`src/design/cam_pkg.sv`:
```
package cam_pkg;

  // one fifo entry, pixel in the upper bits
  typedef struct packed {
    logic [15:0] pixel;   // rgb565, r in [15:11], g in [10:5], b in [4:0]
    logic        sof;     // first pixel after a frame start
  } pixel_word_t;

  // control register layout, bit 0 is the enable
  typedef struct packed {
    logic swap_bytes;     // 0: first byte is the high half
    logic capture_en;     // capture the next frame
  } cam_ctrl_t;

  // host register map
  localparam logic [1:0] reg_ctrl   = 2'd0;  // cam_ctrl_t in the low bits
  localparam logic [1:0] reg_frames = 2'd1;  // wrapping frame count, write clears
  localparam logic [1:0] reg_status = 2'd2;  // bit 0 sticky overflow, write 1 clears

  // width of the control struct inside the 8-bit register
  localparam int ctrl_bits = $bits(cam_ctrl_t);

endpackage

```
`src/design/cam_regs.sv`:
```
`timescale 1ns/1ns

module cam_regs (
  input  logic                pclk,
  input  logic                reset,
  input  logic                reg_wr,       // host write strobe
  input  logic [1:0]          reg_addr,
  input  logic [7:0]          reg_wdata,
  output logic [7:0]          reg_rdata,    // combinational from reg_addr
  input  logic                frame_start,  // one pulse per vsync fall
  input  logic                overflow,     // one pulse per dropped word
  output cam_pkg::cam_ctrl_t  ctrl
);

  logic [7:0] frame_cnt;   // wraps at 256
  logic       ovf_flag;    // sticky until host clears it

  logic wr_ctrl;
  logic wr_frames;
  logic wr_status;

  // address decode for writes
  assign wr_ctrl   = reg_wr && (reg_addr == cam_pkg::reg_ctrl);
  assign wr_frames = reg_wr && (reg_addr == cam_pkg::reg_frames);
  assign wr_status = reg_wr && (reg_addr == cam_pkg::reg_status);

  // control register, read by capture only at a frame start
  always_ff @(posedge pclk or posedge reset)
  begin
    if (reset)
    begin
      ctrl <= '0;                   // capture disabled, normal byte order
    end
    else if (wr_ctrl)
    begin
      ctrl <= cam_pkg::cam_ctrl_t'(reg_wdata[cam_pkg::ctrl_bits-1:0]);
    end
  end

  // frame counter, a host write clears it
  always_ff @(posedge pclk or posedge reset)
  begin
    if (reset)
    begin
      frame_cnt <= 8'd0;
    end
    else if (wr_frames)
    begin
      frame_cnt <= 8'd0;            // write value ignored
    end
    else if (frame_start)
    begin
      frame_cnt <= frame_cnt + 8'd1;
    end
  end

  // sticky overflow, a new drop beats a clear in the same cycle
  always_ff @(posedge pclk or posedge reset)
  begin
    if (reset)
    begin
      ovf_flag <= 1'b0;
    end
    else if (overflow)
    begin
      ovf_flag <= 1'b1;
    end
    else if (wr_status && reg_wdata[0])
    begin
      ovf_flag <= 1'b0;             // write 1 to clear
    end
  end

  // read mux
  always_comb
  begin
    reg_rdata = 8'd0;
    case (reg_addr)
      cam_pkg::reg_ctrl:   reg_rdata[cam_pkg::ctrl_bits-1:0] = ctrl;
      cam_pkg::reg_frames: reg_rdata = frame_cnt;
      cam_pkg::reg_status: reg_rdata[0] = ovf_flag;
      default:             reg_rdata = 8'd0;  // unmapped reads as zero
    endcase
  end

endmodule

```
`src/design/pixel_capture.sv`:
```
`timescale 1ns/1ns

module pixel_capture (
  input  logic                  pclk,
  input  logic                  reset,
  input  logic                  vsync,
  input  logic                  href,
  input  logic [7:0]            din,
  input  cam_pkg::cam_ctrl_t    ctrl,        // sampled only at a frame start
  output logic                  push,
  output cam_pkg::pixel_word_t  push_word,
  output logic                  frame_start
);

  logic               vsync_q;      // previous vsync sample
  logic               vsync_fall;   // sampled 1-to-0 change
  cam_pkg::cam_ctrl_t frame_ctrl;   // settings frozen for the current frame
  logic               sof_pending;  // next pushed word gets sof
  logic               have_first;   // first byte of a pair is held
  logic [7:0]         first_byte;
  logic [15:0]        pair;         // assembled pixel from held byte and din

  assign vsync_fall = vsync_q && !vsync;

  // byte order from the frozen setting
  assign pair = frame_ctrl.swap_bytes ? {din, first_byte} : {first_byte, din};

  // frame tracking
  always_ff @(posedge pclk or posedge reset)
  begin
    if (reset)
    begin
      vsync_q     <= 1'b0;
      frame_start <= 1'b0;
      frame_ctrl  <= '0;
      sof_pending <= 1'b0;
    end
    else
    begin
      vsync_q     <= vsync;
      frame_start <= vsync_fall;    // pulses even with capture off
      if (vsync_fall)
      begin
        frame_ctrl  <= ctrl;        // whole frame captured or skipped
        sof_pending <= 1'b1;
      end
      else if (href && frame_ctrl.capture_en && have_first)
      begin
        sof_pending <= 1'b0;        // first word of the frame goes out now
      end
    end
  end

  // byte pairing, restarts whenever href is low
  always_ff @(posedge pclk or posedge reset)
  begin
    if (reset)
    begin
      have_first <= 1'b0;
      push       <= 1'b0;
    end
    else
    begin
      push <= 1'b0;                 // single-cycle strobe
      if (vsync_fall || !href || !frame_ctrl.capture_en)
      begin
        have_first <= 1'b0;
      end
      else if (!have_first)
      begin
        have_first <= 1'b1;         // hold the first byte
      end
      else
      begin
        have_first <= 1'b0;
        push       <= 1'b1;         // second byte completes the pixel
      end
    end
  end

  // payload registers, qualified by the control state above
  always_ff @(posedge pclk)
  begin
    if (href && !have_first)
    begin
      first_byte <= din;
    end
    if (href && frame_ctrl.capture_en && have_first && !vsync_fall)
    begin
      push_word.pixel <= pair;
      push_word.sof   <= sof_pending;
    end
  end

endmodule

```
`src/design/pixel_fifo.sv`:
```
`timescale 1ns/1ns

module pixel_fifo #(
  parameter int abits = 4                    // depth is 2**abits
) (
  input  logic                  pclk,
  input  logic                  reset,
  input  logic                  push,
  input  cam_pkg::pixel_word_t  push_word,
  input  logic                  rd,          // pop strobe, ignored when empty
  output cam_pkg::pixel_word_t  dout,        // head entry, valid while empty is low
  output logic                  empty,
  output logic                  full,
  output logic                  overflow     // push dropped this cycle
);

  cam_pkg::pixel_word_t mem [2**abits];     // storage, no reset

  logic [abits-1:0] wr_ptr, wr_next, wr_succ;
  logic [abits-1:0] rd_ptr, rd_next, rd_succ;
  logic             full_next, empty_next;
  logic             do_pop;
  logic             do_push;

  assign do_pop   = rd && !empty;
  assign do_push  = push && (!full || do_pop);   // pop frees the slot
  assign overflow = push && full && !do_pop;

  assign wr_succ = wr_ptr + 1'b1;
  assign rd_succ = rd_ptr + 1'b1;

  // fall-through head
  assign dout = mem[rd_ptr];

  always_ff @(posedge pclk)
  begin
    if (do_push)
    begin
      mem[wr_ptr] <= push_word;
    end
  end

  // next pointers and flags
  always_comb
  begin
    wr_next    = wr_ptr;
    rd_next    = rd_ptr;
    full_next  = full;
    empty_next = empty;
    case ({do_push, do_pop})
      2'b10:
      begin
        wr_next    = wr_succ;
        empty_next = 1'b0;
        full_next  = (wr_succ == rd_ptr);   // writer caught up with reader
      end
      2'b01:
      begin
        rd_next    = rd_succ;
        full_next  = 1'b0;
        empty_next = (rd_succ == wr_ptr);   // reader caught up with writer
      end
      2'b11:
      begin
        wr_next = wr_succ;                  // occupancy unchanged, flags kept
        rd_next = rd_succ;
      end
      default:
      begin
        wr_next = wr_ptr;                   // idle
      end
    endcase
  end

  always_ff @(posedge pclk or posedge reset)
  begin
    if (reset)
    begin
      wr_ptr <= '0;
      rd_ptr <= '0;
      full   <= 1'b0;
      empty  <= 1'b1;
    end
    else
    begin
      wr_ptr <= wr_next;
      rd_ptr <= rd_next;
      full   <= full_next;
      empty  <= empty_next;
    end
  end

endmodule

```
`src/design/cam_capture_top.sv`:
```
`timescale 1ns/1ns

module cam_capture_top #(
  parameter int fifo_abits = 4               // fifo depth 2**fifo_abits
) (
  input  logic                  pclk,        // sensor pixel clock
  input  logic                  reset,
  input  logic                  vsync,
  input  logic                  href,
  input  logic [7:0]            din,
  input  logic                  rd,
  output cam_pkg::pixel_word_t  dout,
  output logic                  empty,
  output logic                  full,
  input  logic                  reg_wr,
  input  logic [1:0]            reg_addr,
  input  logic [7:0]            reg_wdata,
  output logic [7:0]            reg_rdata
);

  cam_pkg::cam_ctrl_t   ctrl;
  cam_pkg::pixel_word_t push_word;
  logic                 push;
  logic                 frame_start;
  logic                 overflow;

  cam_regs u_regs (
    .pclk        (pclk),
    .reset       (reset),
    .reg_wr      (reg_wr),
    .reg_addr    (reg_addr),
    .reg_wdata   (reg_wdata),
    .reg_rdata   (reg_rdata),
    .frame_start (frame_start),
    .overflow    (overflow),
    .ctrl        (ctrl)
  );

  pixel_capture u_capture (
    .pclk        (pclk),
    .reset       (reset),
    .vsync       (vsync),
    .href        (href),
    .din         (din),
    .ctrl        (ctrl),
    .push        (push),
    .push_word   (push_word),
    .frame_start (frame_start)
  );

  pixel_fifo #(
    .abits (fifo_abits)
  ) u_fifo (
    .pclk      (pclk),
    .reset     (reset),
    .push      (push),
    .push_word (push_word),
    .rd        (rd),
    .dout      (dout),
    .empty     (empty),
    .full      (full),
    .overflow  (overflow)
  );

endmodule

```
`config.mk`:
```
export PLATFORM = sky130hd
export DESIGN_NAME = cam_capture_top
export DESIGN_NICKNAME = d
export VERILOG_FILES = /design/src/design/cam_pkg.sv /design/src/design/cam_regs.sv /design/src/design/pixel_capture.sv /design/src/design/pixel_fifo.sv /design/src/design/cam_capture_top.sv
export SDC_FILE = /design/constraint.sdc
export NUM_CORES = 1
export LEC_CHECK = 0
export BUFFER_PORTS_ARGS = -buffer_cell sky130_fd_sc_hd__buf_4
export CORE_MARGIN = 5
export CORE_UTILIZATION = 55
export CTS_CLUSTER_DIAMETER = 100
export DETAILED_ROUTE_END_ITERATION = 16
export PLACE_DENSITY = 0.73
export SLEW_MARGIN = 40
export SYNTH_ARGS = -nofsm -noshare
export SYNTH_HDL_FRONTEND = slang
export SYNTH_SLANG_ARGS = --single-unit
export TNS_END_PERCENT = 10
```
`constraint.sdc`:
```
create_clock -name pclk -period 4.5 [get_ports pclk]
set_input_delay 0.225 -clock pclk [delete_from_list [all_inputs] [get_ports pclk]]
set_output_delay 0.225 -clock pclk [all_outputs]
set_load 0.01 [all_outputs]
```
==> impl_metrics.tcl <==
set metrics [dict create \
    gp_congestion 0.782 \
    multi_input_area_um2 3000 \
    antenna_found_initial 0 \
    holdPathStages 3 \
    placed_cell_area_um2 13500 \
    critical_path.max_stage_delay_ns 0.88 \
    hold_class "in -> reg" \
    routed_wl_mm 26.3 \
    synth_top_area_frac 0.699 \
    cp-start-kind "register" \
    synthAdderAreaFrac 0.00883 \
    vias_per_cell 6.30 \
    hold_violations 0 \
    peakVddDrop_uv 397 \
    post_cts_buffers 0 \
    period_minus_slack_ns 3.14 \
    first_global_vias 6462 \
    drv_cap 0 \
    gr-usage-met2 0.338 \
    tns_ns 0 \
    num_antenna_cells 0 \
    fin_crit_sh 0.699 \
    fin_skew_ns 0.00741 \
    status "finished, final reports clean" \
    synth_top_area_cell "edfxtp_1" \
    synth_edf_count 297 \
    rows 55 \
    crit_path_cell_trace "buf_12, mux4_2, a22oi_1, nand2_1, buf_4" \
    synth_cells 623 \
    drtAntennaViolNets 0 \
    finalSetupViolations 0 \
    numPortBuffers 44 \
    leakagePower_uw 0.00495 \
    final_cell_area_um2 14700 \
    drive_above_1_share 0.287 \
    synth_compound_area_frac 0.0284 \
    grt-busiest-layer "met2" \
    ys_seq_area_frac 0.754 \
    finalMaxSlewViolations 0 \
    synth_mux_area_frac 0.145 \
    crit_cells 5 \
    synth.avg_cell_area_um2 20.5 \
    total_power_uw 8110 \
    synth_warnings 0 \
    synth_ff_type "edfxtp_1" \
    cts_tree "yes" \
    synth.distinct_cells 36 \
    cp.arrival_ns 2.92 \
    syn-num-nets 656 \
    seq_area_um2 9630 \
    end_kind "output pin" \
    synthArstFlopShare 0.0862 \
    cp_slowest_cell "dfrtp_4" \
    rsz0062_at_grt "false" \
    fillCellCount 1472 \
    die_area_um2 26300 \
    clk_latency_ns 0.55 \
    detail_route.first_pass.iterations 5 \
    avgRoutedWirePerCell_um 26.1 \
    area_growth_pct 15.0 \
    dr.first_iter.drc_count 742 \
    synth_simple_gate_area_frac 0.0344 \
    reg2reg_depth 5 \
    clock-sinks 325 \
    cts-root-buf "clkbuf_16" \
    relSlewSlack 0.416 \
    tightest_slew_ns 0.873 \
    drc 0 \
    worstSetupPathType "reg -> out" \
    groute.layer.met1.usage 0.288 \
    dieHeight_um 162 \
    synthTopCellsByArea "edfxtp_1, mux4_2, dfrtp_1" \
    path_buf_inv 2 \
    h-tree-depth 1 \
    nNetsFinal 735 \
    numCtsBuffers 31 \
    required_ns 4.28 \
    synth_xor_area_frac 0.0130 \
    fmax_mhz 318 \
    p_per_area_nw_per_um2 553 \
    cp_max_fo 37 \
    synth_top_family_by_area "multiplexers" \
    netlist_area_um2 12800 \
    overflow 0 \
    synth_seq_cells 325 \
    grt_pass1_wl_mm 40.1 \
    dp_hpwl_mm 15.1 \
    core_um2 22700 \
    cts_buffer_depth 3 \
    use_met3 0.0391 \
    start_util 0.562 \
    cts.clk_slew.worst_paths_ns 0.06 \
    ios 51 \
    crit_family "flip-flops" \
    dieWidth_um 162 \
    grt_max_degree 73 \
    grt_util_all_layers 0.204 \
    vias 6362 \
]
## cell usage in the layout, fill, tap and decap left out, drive strengths merged, types with 2 or more instances in the layout
cell / netlist / routed
o211ai: 4 / 4
inv: 5 / 6
a22oi: 34 / 34
edfxtp: 297 / 297
nand2b: 4 / 4
buf: 18 / 66
mux2: 20 / 20
nor2b: 5 / 5
nand4: 4 / 4
and2: 9 / 9
xor2: 8 / 8
mux4: 68 / 68
nor3b: 2 / 2
bufinv: 0 / 5
xnor2: 11 / 11
o21ai: 5 / 5
nand3: 5 / 5
a32o: 3 / 3
nor3: 4 / 4
nand2: 27 / 27
clkinv: 0 / 15
dfrtp: 27 / 27
clkbuf: 15 / 34
a21oi: 3 / 3
mux2i: 3 / 3
nor2: 24 / 24
or3: 3 / 3
dlygate4sd3: 0 / 13
ha: 9 / 9
## layout make-up
class,count,share of cell area
flip-flops and latches,325,0.656
multi-input cells,260,0.204
clock buffers,34,0.0536
repair buffers,79,0.0437
well taps,285,0.0243
clock inverters,22,0.0165
inverters,5,0.00128
## Yosys cell counts, drive strengths merged (4+ instances only)
library cell / instances
nand2b: 4
xnor2: 11
nand3: 5
and2: 9
inv: 5
o211ai: 4
nand4: 4
clkbuf: 15
nor3: 4
buf: 18
o21ai: 5
nor2: 24
mux4: 68
a22oi: 34
nand2: 27
ha: 9
dfrtp: 27
nor2b: 5
mux2: 20
edfxtp: 297
xor2: 8
## final timing paths
path	startpoint	end	slack, ns
min reg2reg	u_capture.have_first$_DFF_PP0_	u_capture.have_first$_DFF_PP0_	0.47
max in group asynchronous	reset	u_fifo.rd_ptr[0]$_DFFE_PP0P_	3.75
min in group asynchronous	reset	u_regs.frame_cnt[6]$_DFFE_PP0P_	0.31
max reg2reg	u_fifo.empty$_DFFE_PP1P_	u_fifo.mem[4][8]$_DFFE_PP_	2.04
max	u_fifo.rd_ptr[0]$_DFFE_PP0P_	dout[14]	1.36
min	reg_wr	u_regs.ovf_flag$_DFFE_PP0P_	0.06
## per-stage QoR
stage	worst slack (ns)	instances	hold WS (ns)	util
final	1.36	1010	0.0606	0.646
after global routing	1.18	1010	0.0706	0.646
after CTS	1.30	1010	0.0377	0.646
after detailed placement	1.88	941	0.339	0.595
after global placement	1.89	941	0.345	0.594
after floorplan	1.88	623	0.256	-
## worst reg2reg max path: stages, from the launching register on
cell	delay, ns
dfstp_2	0.37
nand2b_1	0.26
inv_1	0.27
o211ai_1	0.26
nor2_2	0.64
buf_4	0.36
## metal layers
| metal | vias up | part of all wire |
|---|---|---|
| met4 | 0 | 0.019 |
| met3 | 43 | 0.083 |
| li1 | 2708 | - |
| met1 | 3307 | 0.39 |
| met5 | - | 0 |
| met2 | 304 | 0.51 |
## sequential cells by signal, indices dropped and copies added, names as in the netlist
name	cells
u_fifo.rd_ptr	4
u_capture.first_byte	8
u_fifo.full	1
u_regs.ovf_flag	1
u_capture.have_first	1
u_capture.frame_ctrl	2
u_fifo.mem	272
u_capture.push	1
u_capture.vsync_q	1
u_capture.sof_pending	1
u_fifo.wr_ptr	4
u_regs.ctrl	2
u_regs.frame_cnt	8
u_capture.push_word	17
u_fifo.empty	1
u_capture.frame_start	1
## kinds of logic (layout without fill, tap and decap cells)
| logic type | Yosys count | in the layout |
|---|---|---|
| compound gates | 50 | 50 |
| xor+xnor | 19 | 19 |
| fa+ha+maj | 9 | 9 |
| buf+inv | 38 | 140 |
| flops | 325 | 325 |
| mux | 91 | 91 |
| simple gates | 91 | 91 |
## repair_timing
item | in CTS | in global routing
hold buffers | 13 | 0
hold endpoints to repair | 40 | 0
resized for setup | 0 | 0
## power by group
group	internal, uW	switching [uW]
clock network	1550	1060
logic	1020	940
registers	3350	198
total	5910	2200
(Power assumes the default switching activity.)
